===== config.mk =====
export PLATFORM = sky130hd
export DESIGN_NAME = msg_bank_top
export DESIGN_NICKNAME = d
export VERILOG_FILES = /design/src/msg_bank_cfg_pkg.sv /design/src/msg_bank_types_pkg.sv /design/src/msg_bank_top.sv /design/src/release_arbiter.sv /design/src/message_store.sv /design/src/id_list_ctrl.sv /design/src/free_slot_alloc.sv
export SDC_FILE = /design/constraint.sdc
export NUM_CORES = 1
export LEC_CHECK = 0
export BUFFER_PORTS_ARGS = -buffer_cell sky130_fd_sc_hd__buf_2
export CAP_MARGIN = 20
export CORE_UTILIZATION = 35
export DETAILED_ROUTE_END_ITERATION = 8
export GPL_TIMING_DRIVEN = 0
export SLEW_MARGIN = 20
export SYNTH_ARGS = -nofsm -noshare
export SYNTH_HDL_FRONTEND = slang
export SYNTH_HIERARCHICAL = 1
export SYNTH_SLANG_ARGS = --single-unit

===== constraint.sdc =====
create_clock -name clk_i -period 12.5 [get_ports clk_i]
set_clock_uncertainty 0.15 [all_clocks]
set_input_delay 1.25 -clock clk_i [delete_from_list [all_inputs] [get_ports clk_i]]
set_output_delay 1.25 -clock clk_i [all_outputs]
set_load 0.005 [all_outputs]

===== src/msg_bank_cfg_pkg.sv =====
`default_nettype none

package msg_bank_cfg_pkg;

  // Identifier space
  localparam int NumIds = 4;
  localparam int IdWidth = 2;

  // Shared message store
  localparam int Capacity = 16;
  localparam int AddrWidth = 4;

  // Per-identifier counters must reach Capacity itself
  localparam int CountWidth = 5;

  // A message is the payload plus its identifier, 32 bits in all
  localparam int PayloadWidth = 30;

endpackage

`default_nettype wire

===== src/msg_bank_types_pkg.sv =====
`default_nettype none

package msg_bank_types_pkg;

  // Identifier sits in the low bits of the message word
  typedef struct packed {
    logic [msg_bank_cfg_pkg::PayloadWidth-1:0] payload;
    logic [msg_bank_cfg_pkg::IdWidth-1:0]      id;
  } msg_t;

  // Slot granted to a reservation
  typedef struct packed {
    logic [msg_bank_cfg_pkg::AddrWidth-1:0] addr;
  } resv_rsp_t;

  // One write into the message store
  typedef struct packed {
    logic [msg_bank_cfg_pkg::AddrWidth-1:0] addr;
    msg_t                                   msg;
  } store_wr_t;

  // Identifier being released and the slot at the head of its chain
  typedef struct packed {
    logic [msg_bank_cfg_pkg::IdWidth-1:0]   id;
    logic [msg_bank_cfg_pkg::AddrWidth-1:0] addr;
  } release_sel_t;

endpackage

`default_nettype wire


===== src/msg_bank_top.sv =====
`timescale 1ns/1ps
`default_nettype none

module msg_bank_top (
  input  logic                                 clk_i,
  input  logic                                 rst_ni,
  // Reservation
  input  logic [msg_bank_cfg_pkg::IdWidth-1:0] resv_id_i,
  input  logic                                 resv_ready_i,
  output logic                                 resv_valid_o,
  output msg_bank_types_pkg::resv_rsp_t        resv_rsp_o,
  // Intake
  input  logic                                 in_valid_i,
  input  msg_bank_types_pkg::msg_t             in_msg_i,
  output logic                                 in_ready_o,
  // Release
  input  logic [msg_bank_cfg_pkg::NumIds-1:0]  release_en_i,
  input  logic                                 out_ready_i,
  output logic                                 out_valid_o,
  output msg_bank_types_pkg::msg_t             out_msg_o
);

  logic                                    alloc;
  logic                                    wr_en;
  msg_bank_types_pkg::store_wr_t           wr;
  logic [msg_bank_cfg_pkg::NumIds-1:0]     filled;
  logic                                    pop;
  logic [msg_bank_cfg_pkg::IdWidth-1:0]    pop_id;
  msg_bank_types_pkg::release_sel_t        release_sel;

  free_slot_alloc u_free_slot_alloc (
    .clk_i        (clk_i),
    .rst_ni       (rst_ni),
    .resv_ready_i (resv_ready_i),
    .free_en_i    (pop),
    .free_addr_i  (release_sel.addr),
    .resv_valid_o (resv_valid_o),
    .resv_rsp_o   (resv_rsp_o),
    .alloc_o      (alloc)
  );

  id_list_ctrl u_id_list_ctrl (
    .clk_i         (clk_i),
    .rst_ni        (rst_ni),
    .alloc_i       (alloc),
    .alloc_addr_i  (resv_rsp_o),
    .resv_id_i     (resv_id_i),
    .in_valid_i    (in_valid_i),
    .in_msg_i      (in_msg_i),
    .pop_i         (pop),
    .pop_id_i      (pop_id),
    .in_ready_o    (in_ready_o),
    .wr_en_o       (wr_en),
    .wr_o          (wr),
    .filled_o      (filled),
    .release_sel_o (release_sel)
  );

  message_store u_message_store (
    .clk_i     (clk_i),
    .rst_ni    (rst_ni),
    .wr_en_i   (wr_en),
    .wr_i      (wr),
    .rd_en_i   (pop),
    .rd_addr_i (release_sel.addr),
    .rd_msg_o  (out_msg_o)
  );

  release_arbiter u_release_arbiter (
    .clk_i        (clk_i),
    .rst_ni       (rst_ni),
    .filled_i     (filled),
    .release_en_i (release_en_i),
    .out_ready_i  (out_ready_i),
    .pop_o        (pop),
    .pop_id_o     (pop_id),
    .out_valid_o  (out_valid_o)
  );

endmodule

`default_nettype wire


===== src/release_arbiter.sv =====
`timescale 1ns/1ps
`default_nettype none

module release_arbiter (
  input  logic                                 clk_i,
  input  logic                                 rst_ni,
  input  logic [msg_bank_cfg_pkg::NumIds-1:0]  filled_i,
  input  logic [msg_bank_cfg_pkg::NumIds-1:0]  release_en_i,
  input  logic                                 out_ready_i,
  output logic                                 pop_o,
  output logic [msg_bank_cfg_pkg::IdWidth-1:0] pop_id_o,
  output logic                                 out_valid_o
);

  logic [msg_bank_cfg_pkg::NumIds-1:0]  cand;
  logic [msg_bank_cfg_pkg::IdWidth-1:0] pick;
  logic                                 out_free;
  logic                                 out_valid_q;
  logic                                 out_valid_d;

  // Only ids that hold a message and are let through compete
  assign cand = filled_i & release_en_i;

  // Lowest enabled id has priority
  always_comb begin
    pick = '0;
    for (int i = msg_bank_cfg_pkg::NumIds - 1; i >= 0; i--) begin
      if (cand[i]) begin
        pick = i[msg_bank_cfg_pkg::IdWidth-1:0];
      end
    end
  end

  // Output register is free when empty or being taken this cycle
  assign out_free = !out_valid_q || out_ready_i;
  assign pop_o    = |cand && out_free;
  assign pop_id_o = pick;

  always_comb begin
    out_valid_d = out_valid_q;
    if (pop_o) begin
      out_valid_d = 1'b1;
    end else if (out_ready_i) begin
      out_valid_d = 1'b0;
    end
  end

  always_ff @(posedge clk_i or negedge rst_ni) begin
    if (!rst_ni) begin
      out_valid_q <= 1'b0;
    end else begin
      out_valid_q <= out_valid_d;
    end
  end

  assign out_valid_o = out_valid_q;

  // A presented message stays until the receiver takes it
  a_valid_held: assert property (
    @(posedge clk_i) disable iff (!rst_ni)
    (out_valid_o && !out_ready_i) |=> out_valid_o
  );

endmodule

`default_nettype wire


===== src/message_store.sv =====
`timescale 1ns/1ps
`default_nettype none

module message_store (
  input  logic                                   clk_i,
  input  logic                                   rst_ni,
  input  logic                                   wr_en_i,
  input  msg_bank_types_pkg::store_wr_t          wr_i,
  input  logic                                   rd_en_i,
  input  logic [msg_bank_cfg_pkg::AddrWidth-1:0] rd_addr_i,
  output msg_bank_types_pkg::msg_t               rd_msg_o
);

  msg_bank_types_pkg::msg_t mem_q [msg_bank_cfg_pkg::Capacity];
  msg_bank_types_pkg::msg_t rd_q;

  always_ff @(posedge clk_i) begin
    if (wr_en_i) begin
      mem_q[wr_i.addr] <= wr_i.msg;
    end
  end

  // Read data only moves on a pop and holds under back-pressure
  always_ff @(posedge clk_i or negedge rst_ni) begin
    if (!rst_ni) begin
      rd_q <= '0;
    end else if (rd_en_i) begin
      rd_q <= mem_q[rd_addr_i];
    end
  end

  assign rd_msg_o = rd_q;

endmodule

`default_nettype wire


===== src/id_list_ctrl.sv =====
`timescale 1ns/1ps
`default_nettype none

module id_list_ctrl (
  input  logic                                      clk_i,
  input  logic                                      rst_ni,
  input  logic                                      alloc_i,
  input  msg_bank_types_pkg::resv_rsp_t             alloc_addr_i,
  input  logic [msg_bank_cfg_pkg::IdWidth-1:0]      resv_id_i,
  input  logic                                      in_valid_i,
  input  msg_bank_types_pkg::msg_t                  in_msg_i,
  input  logic                                      pop_i,
  input  logic [msg_bank_cfg_pkg::IdWidth-1:0]      pop_id_i,
  output logic                                      in_ready_o,
  output logic                                      wr_en_o,
  output msg_bank_types_pkg::store_wr_t             wr_o,
  output logic [msg_bank_cfg_pkg::NumIds-1:0]       filled_o,
  output msg_bank_types_pkg::release_sel_t          release_sel_o
);

  // Chain order per id is head .. filled .. fill .. unfilled .. tail
  logic [msg_bank_cfg_pkg::AddrWidth-1:0]  head_q [msg_bank_cfg_pkg::NumIds];
  logic [msg_bank_cfg_pkg::AddrWidth-1:0]  head_d [msg_bank_cfg_pkg::NumIds];
  logic [msg_bank_cfg_pkg::AddrWidth-1:0]  fill_q [msg_bank_cfg_pkg::NumIds];
  logic [msg_bank_cfg_pkg::AddrWidth-1:0]  fill_d [msg_bank_cfg_pkg::NumIds];
  logic [msg_bank_cfg_pkg::AddrWidth-1:0]  tail_q [msg_bank_cfg_pkg::NumIds];
  logic [msg_bank_cfg_pkg::AddrWidth-1:0]  tail_d [msg_bank_cfg_pkg::NumIds];
  logic [msg_bank_cfg_pkg::CountWidth-1:0] filled_cnt_q [msg_bank_cfg_pkg::NumIds];
  logic [msg_bank_cfg_pkg::CountWidth-1:0] filled_cnt_d [msg_bank_cfg_pkg::NumIds];
  logic [msg_bank_cfg_pkg::CountWidth-1:0] unfilled_cnt_q [msg_bank_cfg_pkg::NumIds];
  logic [msg_bank_cfg_pkg::CountWidth-1:0] unfilled_cnt_d [msg_bank_cfg_pkg::NumIds];

  // Next-slot link for every slot of the store
  logic [msg_bank_cfg_pkg::AddrWidth-1:0]  next_q [msg_bank_cfg_pkg::Capacity];

  // Per-id increments, at most one bit set in each array
  logic [msg_bank_cfg_pkg::CountWidth-1:0] resv_inc [msg_bank_cfg_pkg::NumIds];
  logic [msg_bank_cfg_pkg::CountWidth-1:0] in_inc [msg_bank_cfg_pkg::NumIds];
  logic [msg_bank_cfg_pkg::CountWidth-1:0] pop_dec [msg_bank_cfg_pkg::NumIds];

  // Counts after this cycle's intake and pop, before the reservation
  logic [msg_bank_cfg_pkg::CountWidth-1:0] unfilled_eff [msg_bank_cfg_pkg::NumIds];
  logic [msg_bank_cfg_pkg::CountWidth-1:0] total_eff [msg_bank_cfg_pkg::NumIds];

  logic [msg_bank_cfg_pkg::AddrWidth-1:0]  new_addr;
  logic [msg_bank_cfg_pkg::IdWidth-1:0]    in_id;
  logic                                    in_fire;
  logic                                    link_en;

  assign new_addr   = alloc_addr_i.addr;
  assign in_id      = in_msg_i.id;
  assign in_ready_o = unfilled_cnt_q[in_id] != '0;
  assign in_fire    = in_valid_i && in_ready_o;

  // Intake lands in the oldest unfilled slot of its id
  assign wr_en_o  = in_fire;
  assign wr_o.addr = fill_q[in_id];
  assign wr_o.msg  = in_msg_i;

  assign release_sel_o.id   = pop_id_i;
  assign release_sel_o.addr = head_q[pop_id_i];

  always_comb begin
    for (int i = 0; i < msg_bank_cfg_pkg::NumIds; i++) begin
      resv_inc[i] = '0;
      in_inc[i]   = '0;
      pop_dec[i]  = '0;
    end
    resv_inc[resv_id_i] = {{(msg_bank_cfg_pkg::CountWidth-1){1'b0}}, alloc_i};
    in_inc[in_id]       = {{(msg_bank_cfg_pkg::CountWidth-1){1'b0}}, in_fire};
    pop_dec[pop_id_i]   = {{(msg_bank_cfg_pkg::CountWidth-1){1'b0}}, pop_i};
  end

  always_comb begin
    for (int i = 0; i < msg_bank_cfg_pkg::NumIds; i++) begin
      unfilled_eff[i]   = unfilled_cnt_q[i] - in_inc[i];
      total_eff[i]      = filled_cnt_q[i] + unfilled_cnt_q[i] - pop_dec[i];
      filled_cnt_d[i]   = filled_cnt_q[i] + in_inc[i] - pop_dec[i];
      unfilled_cnt_d[i] = unfilled_eff[i] + resv_inc[i];
      filled_o[i]       = filled_cnt_q[i] != '0;

      head_d[i] = head_q[i];
      fill_d[i] = fill_q[i];
      tail_d[i] = tail_q[i];
      if (in_inc[i][0]) begin
        fill_d[i] = next_q[fill_q[i]];
      end
      if (pop_dec[i][0]) begin
        head_d[i] = next_q[head_q[i]];
      end
      // A new slot seeds any pointer whose link would still be unwritten
      if (resv_inc[i][0]) begin
        tail_d[i] = new_addr;
        if (unfilled_eff[i] == '0) begin
          fill_d[i] = new_addr;
        end
        if (total_eff[i] == '0) begin
          head_d[i] = new_addr;
        end
      end
    end
  end

  // Link only behind a live tail, a stale tail may now sit in another chain
  assign link_en = alloc_i && (total_eff[resv_id_i] != '0);

  always_ff @(posedge clk_i) begin
    if (link_en) begin
      next_q[tail_q[resv_id_i]] <= new_addr;
    end
  end

  always_ff @(posedge clk_i or negedge rst_ni) begin
    if (!rst_ni) begin
      for (int i = 0; i < msg_bank_cfg_pkg::NumIds; i++) begin
        head_q[i]         <= '0;
        fill_q[i]         <= '0;
        tail_q[i]         <= '0;
        filled_cnt_q[i]   <= '0;
        unfilled_cnt_q[i] <= '0;
      end
    end else begin
      for (int i = 0; i < msg_bank_cfg_pkg::NumIds; i++) begin
        head_q[i]         <= head_d[i];
        fill_q[i]         <= fill_d[i];
        tail_q[i]         <= tail_d[i];
        filled_cnt_q[i]   <= filled_cnt_d[i];
        unfilled_cnt_q[i] <= unfilled_cnt_d[i];
      end
    end
  end

  // The arbiter only pops ids that hold a filled message
  a_pop_has_msg: assert property (
    @(posedge clk_i) disable iff (!rst_ni)
    pop_i |-> (filled_cnt_q[pop_id_i] != '0)
  );

  for (genvar g = 0; g < msg_bank_cfg_pkg::NumIds; g++) begin : gen_bound_chk
    a_count_bound: assert property (
      @(posedge clk_i) disable iff (!rst_ni)
      ({1'b0, filled_cnt_q[g]} + {1'b0, unfilled_cnt_q[g]}) <= msg_bank_cfg_pkg::Capacity
    );
  end

endmodule

`default_nettype wire


===== src/free_slot_alloc.sv =====
`timescale 1ns/1ps
`default_nettype none

module free_slot_alloc (
  input  logic                                   clk_i,
  input  logic                                   rst_ni,
  input  logic                                   resv_ready_i,
  input  logic                                   free_en_i,
  input  logic [msg_bank_cfg_pkg::AddrWidth-1:0] free_addr_i,
  output logic                                   resv_valid_o,
  output msg_bank_types_pkg::resv_rsp_t          resv_rsp_o,
  output logic                                   alloc_o
);

  // One bit per slot, set while the slot belongs to some chain
  logic [msg_bank_cfg_pkg::Capacity-1:0] occ_q;
  logic [msg_bank_cfg_pkg::Capacity-1:0] occ_d;
  logic [msg_bank_cfg_pkg::AddrWidth-1:0] lowest_free;

  // Priority encoder, scanning down so the lowest zero bit wins
  always_comb begin
    lowest_free = '0;
    for (int i = msg_bank_cfg_pkg::Capacity - 1; i >= 0; i--) begin
      if (!occ_q[i]) begin
        lowest_free = i[msg_bank_cfg_pkg::AddrWidth-1:0];
      end
    end
  end

  assign resv_valid_o    = ~&occ_q;
  assign resv_rsp_o.addr = lowest_free;
  assign alloc_o         = resv_valid_o && resv_ready_i;

  // The freed slot is occupied this cycle, so it never collides with the grant
  always_comb begin
    occ_d = occ_q;
    if (free_en_i) begin
      occ_d[free_addr_i] = 1'b0;
    end
    if (alloc_o) begin
      occ_d[lowest_free] = 1'b1;
    end
  end

  always_ff @(posedge clk_i or negedge rst_ni) begin
    if (!rst_ni) begin
      occ_q <= '0;
    end else begin
      occ_q <= occ_d;
    end
  end

  // A pop frees a slot that the chains still held
  a_free_was_occupied: assert property (
    @(posedge clk_i) disable iff (!rst_ni)
    free_en_i |-> occ_q[free_addr_i]
  );

endmodule

`default_nettype wire


Word level (Yosys, flattened, before mapping)
Memories as Yosys holds them, arrays and structs flattened. A register that Yosys moved wholly into a read port is not among the register bits.
Index checks and enable logic that the tools add are counted.

operators by class
  reduce and logical (&&, ||, !) cells = 30
  order comparisons = 10
  divide/modulo/power cells = 0
  add/sub/neg operators = 24
  shifts and indexed selects = 0
  multiply operators = 0
  muxes and demuxes = 77
  bitwise logic cells = 10
  equal/unequal tests = 0

operators by type and width
  cell                                                               count
  two-way mux 4 bit                                                  46
  adder 5 bit                                                        12
  bitwise AND 16 x 20 -> 20 bit                                      3
  subtractor 5 bit                                                   12
  logical NOT 5 bit                                                  8
  two-way mux 5 bit                                                  7
  two-way mux 16 bit                                                 2
  demux 5 bit (select 2 bit)                                         3
  nonzero test 5 bit                                                 6
  binary-select mux 4 bit (select 2 bit)                             3
  binary-select mux 5 bit (select 2 bit)                             2
  bitwise AND 16 bit                                                 1
  inverter 16 bit                                                    1
  bitwise OR 16 bit                                                  1
  AND reduction 16 bit                                               1
  less-than comparator 4 x 5 -> 1 bit, second input constant         2
  greater-or-equal comparator 3 bit, second input constant           3
  logical AND 1 bit                                                  9
  less-than comparator 3 x 1 -> 1 bit, second input constant         3
  inverter 2 -> 3 bit                                                3
  demux 1 bit (select 4 bit)                                         2
  greater-or-equal comparator 4 x 1 -> 1 bit, second input constant  2
  two-way mux 1 bit                                                  8
  two-way mux 2 bit                                                  4
  5 further kinds                                                    7

storage, ports and cells
  bits in writable memories = 576
  output and inout bits = 39
  memory bits (read-only) = 0
  logic and storage cells = 175
  memories = 2
  register bits after elaboration = 105
  bits in latches = 0

memories
  memory                 words  width  rd ports  clocked after Yosys merged registers in  write ports  RTL line             text
  u_message_store.mem_q  16     32     1         1                                        1            message_store.sv:14  msg_bank_types_pkg::msg_t mem_q [msg_bank_cfg_pkg::Capacity];
  u_id_list_ctrl.next_q  16     4      8         0                                        1            id_list_ctrl.sv:34   logic [msg_bank_cfg_pkg::AddrWidth-1:0] next_q [msg_bank_cfg_pkg::Capacity];

Longest topological paths before layout
  depth in word-level cells = 22
  mapped depth = 21

Cells and area by module
The synthesis kept the hierarchy.

modules (own cells, without submodules)
  module           times used  area an instance (sq um)  cells an instance
  message_store    1           20788.7                   876
  id_list_ctrl     1           12394.4                   1013
  free_slot_alloc  1           919.6                     106
  release_arbiter  1           91.3                      12

Worst setup path after synthesis
OpenSTA, ideal clock, no wires.

  path type = input port to flip-flop
  start = input port release_en_i[1] (netlist name)
  end = memory u_id_list_ctrl/next_q[10][0] (netlist name), enable pin
  required time = 12.104 ns
  arrival = 5.133 ns
  cell stages on the path = 13
  setup slack = 6.971 ns
  library setup time = 0.246 ns
  path buffers = 1
  path through = a22o_1 -> and3b_2 -> a21oi_1 -> nor3b_1 -> ha_1 -> inv_1 -> ha_1 -> fa_1 -> or3_1 -> mux4_2 -> a2111oi_4 -> buf_6 -> nor2_2

on the way
  elaborated cells on any way between the ends = 23
  those cells by class = 4 x add/sub; 2 x order compare; 9 x mux; 3 x bitwise; 5 x reduce/logical

RTL lines
  what                                                       RTL line               text
  from (decl)                                                msg_bank_top.sv:17     input logic [msg_bank_cfg_pkg::NumIds-1:0] release_en_i,
  bitwise AND 4 bit (*)                                      release_arbiter.sv:22  assign cand = filled_i & release_en_i;
  OR reduction 4 bit (*)                                     release_arbiter.sv:36  assign pop_o = |cand && out_free;
  logical AND 1 bit (*)                                      release_arbiter.sv:36
  named net pop                                              msg_bank_top.sv:27     logic pop;
  bitwise AND 16 x 20 -> 20 bit (no line) (*)                --
  subtractor 5 bit                                           id_list_ctrl.sv:77     total_eff[i] = filled_cnt_q[i] + unfilled_cnt_q[i] - pop_dec[i];
  binary-select mux 5 bit (select 2 bit) (*)                 id_list_ctrl.sv:105    assign link_en = alloc_i && (total_eff[resv_id_i] != '0);
  two-way mux 5 bit (implied by the code) (*) (2 in series)  id_list_ctrl.sv:105
  nonzero test 5 bit (*)                                     id_list_ctrl.sv:105
  logical AND 1 bit (*)                                      id_list_ctrl.sv:105
  two-way mux 1 bit (*)                                      id_list_ctrl.sv:108    if (link_en) begin
  two-way mux 1 bit (implied by the code) (*)                id_list_ctrl.sv:109    next_q[tail_q[resv_id_i]] <= new_addr;
  to (decl)                                                  id_list_ctrl.sv:34

Mark *: on every way through the listed nets, which the timed path passes. The rest lies on a longest branch. The select of a mux whose other input is x is not followed.

Worst setup path in the final report
  start = register u_id_list_ctrl/filled_cnt_q[18] (netlist name)
  end = memory u_id_list_ctrl/next_q[9][2] (netlist name), enable pin

on the way
  cells in the longest elaborated chain, start to end = 17
  elaborated cells on any way between the ends = 24
  those cells by class = 5 x add/sub; 2 x order compare; 8 x mux; 3 x bitwise; 6 x reduce/logical

RTL lines
  what                                                                                                                   RTL line               text
  from (decl)                                                                                                            id_list_ctrl.sv:28     logic [msg_bank_cfg_pkg::CountWidth-1:0] filled_cnt_q [msg_bank_cfg_pkg::NumIds];
  from (signal, indexed assignment)                                                                                      id_list_ctrl.sv:127    filled_cnt_q[i] <= filled_cnt_d[i];
  nonzero test 5 bit (*)                                                                                                 id_list_ctrl.sv:80     filled_o[i] = filled_cnt_q[i] != '0;
  named net filled (one bit)                                                                                             msg_bank_top.sv:26     logic [msg_bank_cfg_pkg::NumIds-1:0] filled;
  bitwise AND 4 bit (*)                                                                                                  release_arbiter.sv:22
  two-way mux 2 bit (*)                                                                                                  release_arbiter.sv:28  if (cand[i]) begin
  named net pop_id (one bit)                                                                                             msg_bank_top.sv:28     logic [msg_bank_cfg_pkg::IdWidth-1:0] pop_id;
  inverter 2 -> 3 bit (implied by the code) (*)                                                                          id_list_ctrl.sv:71     pop_dec[pop_id_i] = {{(msg_bank_cfg_pkg::CountWidth-1){1'b0}}, pop_i};
  greater-or-equal comparator 3 bit (implied by the code) / less-than comparator 3 x 1 -> 1 bit (equally long branches)  id_list_ctrl.sv:71
  logical AND 1 bit (implied by the code)                                                                                id_list_ctrl.sv:71
  [2 not listed]                                                                                                         --
  bitwise AND 16 x 20 -> 20 bit (no line) (*)                                                                            --
  subtractor 5 bit                                                                                                       id_list_ctrl.sv:77
  binary-select mux 5 bit (select 2 bit) (*)                                                                             id_list_ctrl.sv:105
  two-way mux 5 bit (implied by the code) (*) (2 in series)                                                              id_list_ctrl.sv:105
  nonzero test 5 bit (*)                                                                                                 id_list_ctrl.sv:105
  logical AND 1 bit (*)                                                                                                  id_list_ctrl.sv:105
  two-way mux 1 bit (*)                                                                                                  id_list_ctrl.sv:108
  two-way mux 1 bit (implied by the code) (*)                                                                            id_list_ctrl.sv:109

Marked as above.

==> impl_results.md <==
* Status: completed
* Comb power frac at 42.9%
* Crit path DAT at 6.36 ns
* Final hold violations at 0
* Vias in the first global route at 20410
* Worst setup EP type: flip-flop
* Power per cell area at 248.0 mW/mm2
* Internal at 0.006280 W
* Clock Power Share at 23.7%
* First-pass GRT wire length at 132.7 mm
* Drt total wl at 89.04 mm
* Worst path required time at 12.69 ns
* Nets at 2300
* # setup viols final at 0
* CP startpoint kind: flip-flop
* Max_slew headroom at 27.77%
* Largest fanout on the critical path at 8
* Flop pwr share at 33.4%
* Global route overflow at 0
* DRT antenna net count at 0
* Post-route total power at 0.009796 W
* Net Sw Power at 0.003516 W
* Area of the multi-input gates at 0.01224 mm2
* Input/output buffers at 47
* Placed wire-length estimate at 61.12 mm
* Vias at 19460
* Worst Max-Slew Pin Slew at 1.075 ns
* Net Count, Synth at 2128
* Placed insts at 3372
* Syn. warnings at 6
* Drt wl/cell at 25.30 um
* Worst-Skew Late Latency at 0.66 ns
* Post-cts resize count at 0
* CTS hold repair buffers at 0
* Clk sink count at 713
* Peak supply drop at 129.5 uV
* Chip width at 314.5 um
* CTS tree: built
* Die area at 0.09891 mm2
* Mapped Cells at 2005
* Hold Crit Class: flip-flop to flip-flop
* DRC viols at 0
* Setup_tns at 0 ns
* Fraction of layout cells with a size suffix above 1 at 29.74%
* Lkg Pwr at 13.68 nW
* Clock-pin slew of the registers on the worst-case setup and hold paths at 0.06 ns
* Chip height at 314.5 um
* Total GRT Usage at 18.14%
* Clk root buf: clkbuf_16
* Most frequent cells in the layout: edfxtp_1, mux4_2, dfrtp_1, inv_1, mux2i_1
* Critical path type: flip-flop to flip-flop
* Initial antenna violation count at 4
* Starting Density at 35.34%
* Final Instance Count excl. Fillers at 3520
* Maximum clock insertion buffer count at 3
* Switch share at 35.89%
* Storage element area at 0.02072 mm2
* Largest net degree at the start of global routing at 79
* Postcts setup bufs at 0
* Fmax at 161.9 MHz
* Final worst-path cycle share at 49.42%
* TritonCTS Buffers at 79
* Row cnt at 114
* Worst hold slack at 0.3334 ns
* DR vias/cell at 5.529
* DR iter-0 viols at 1551
* Core ar. at 0.09671 mm2
* GP Congestion at 0.8747
* Synthesized area at 0.03418 mm2
* CTS H-tree depth at 3
* Mean Syn Cell Area at 17.05 um2
* RSZ-0062 raised after global routing: false
* Area Overhead vs Synth at 15.59%
* Most common cell after layout, fill and taps aside: edfxtp_1
* Drt pass-1 iters at 5
* Final Max Tran Viols at 0
* Min cycle time layout at 6.177 ns
* MaxCap Viol Count at 0
* Fill cells at 8619
* IO Count at 82
[power by group through the flow]
stage	Sequential, W	Combinational, W	Clock [W]
2_1_floorplan	0.00321	0.00308	0
3_3_place_gp	0.00332	0.00404	0
3_5_place_dp	0.00331	0.00422	0
4_1_cts	0.00327	0.00424	0.00237
5_1_grt	0.00330	0.00457	0.00246
6_report	0.00327	0.00420	0.00232
[final cells by class]
type	instances	area share [%]
clock buffers	106	5.362
diodes	1	0.006334
plain buffers	145	2.407
repair buffers	91	2.451
flip-flops and latches	713	52.46
multi-input cells	1041	30.98
inverters	106	1.007
clock inverters	41	1.286
well taps	1276	4.041
[path summary, 6_finish.rpt]
check,endpoint,slack (ns),depth (start not counted),start
max in group asynchronous,u_id_list_ctrl/filled_cnt_q[19]$_DFF_PN0_,10.87,2,rst_ni
setup reg to reg,u_id_list_ctrl/next_q[9][2]$_DFFE_PP_,6.32,16,u_id_list_ctrl/filled_cnt_q[18]$_DFF_PN0_
min in group asynchronous,u_free_slot_alloc/occ_q[1]$_DFF_PN0_,0.42,1,rst_ni
setup / recovery,u_id_list_ctrl/next_q[9][2]$_DFFE_PP_,6.32,16,u_id_list_ctrl/filled_cnt_q[18]$_DFF_PN0_
hold reg to reg,u_id_list_ctrl/tail_q[10]$_DFFE_PN0P_,0.33,2,u_id_list_ctrl/tail_q[10]$_DFFE_PN0P_
hold / removal,u_id_list_ctrl/tail_q[10]$_DFFE_PN0P_,0.33,2,u_id_list_ctrl/tail_q[10]$_DFFE_PN0P_
[state kept, by name, summed over array words and instances (netlist names)]
name	count
u_id_list_ctrl/head_q	16
u_id_list_ctrl/tail_q	16
u_free_slot_alloc/occ_q	16
u_id_list_ctrl/fill_q	16
u_id_list_ctrl/filled_cnt_q	20
u_id_list_ctrl/next_q	64
u_message_store/mem_q	512
u_release_arbiter/out_valid_o	1
u_id_list_ctrl/unfilled_cnt_q	20
u_message_store/rd_msg_o	32
[layer usage]
| layer | vias up | global-route usage, % | share of wire [%] |
|---|---|---|---|
| met4 | 2 | 6.542 | 3.4 |
| met2 | 729 | 30.52 | 50 |
| met1 | 10190 | 23.36 | 40 |
| met3 | 174 | 3.373 | 6.6 |
| met5 | - | 0 | 0.015 |
| li1 | 8371 | - | - |
[through the flow]
stage / utilization (%) / cell area [um2] / worst slack (ns)
detailed placement: 38.13 / 36880 / 6.217
finish: 40.85 / 39510 / 6.323
floorplan: - / 34180 / 6.971
global placement: 37.24 / 36010 / 4.201
global route: 40.85 / 39510 / 6.062
CTS: 40.85 / 39510 / 6.368
[critical path: stages (launching register included)]
cell	delay, ns
dfrtp_1	0.39
inv_1	0.11
ha_1	0.15
or4b_2	0.69
a22o_1	0.26
a21oi_1	0.13
clkbuf_1	0.51
nand3b_1	0.37
inv_1	0.33
ha_1	0.29
inv_1	0.07
ha_1	0.17
fa_1	0.42
or3_1	0.45
mux4_2	0.52
a2111oi_4	0.51
nor2_1	0.35
(Power assumes the default switching activity.)
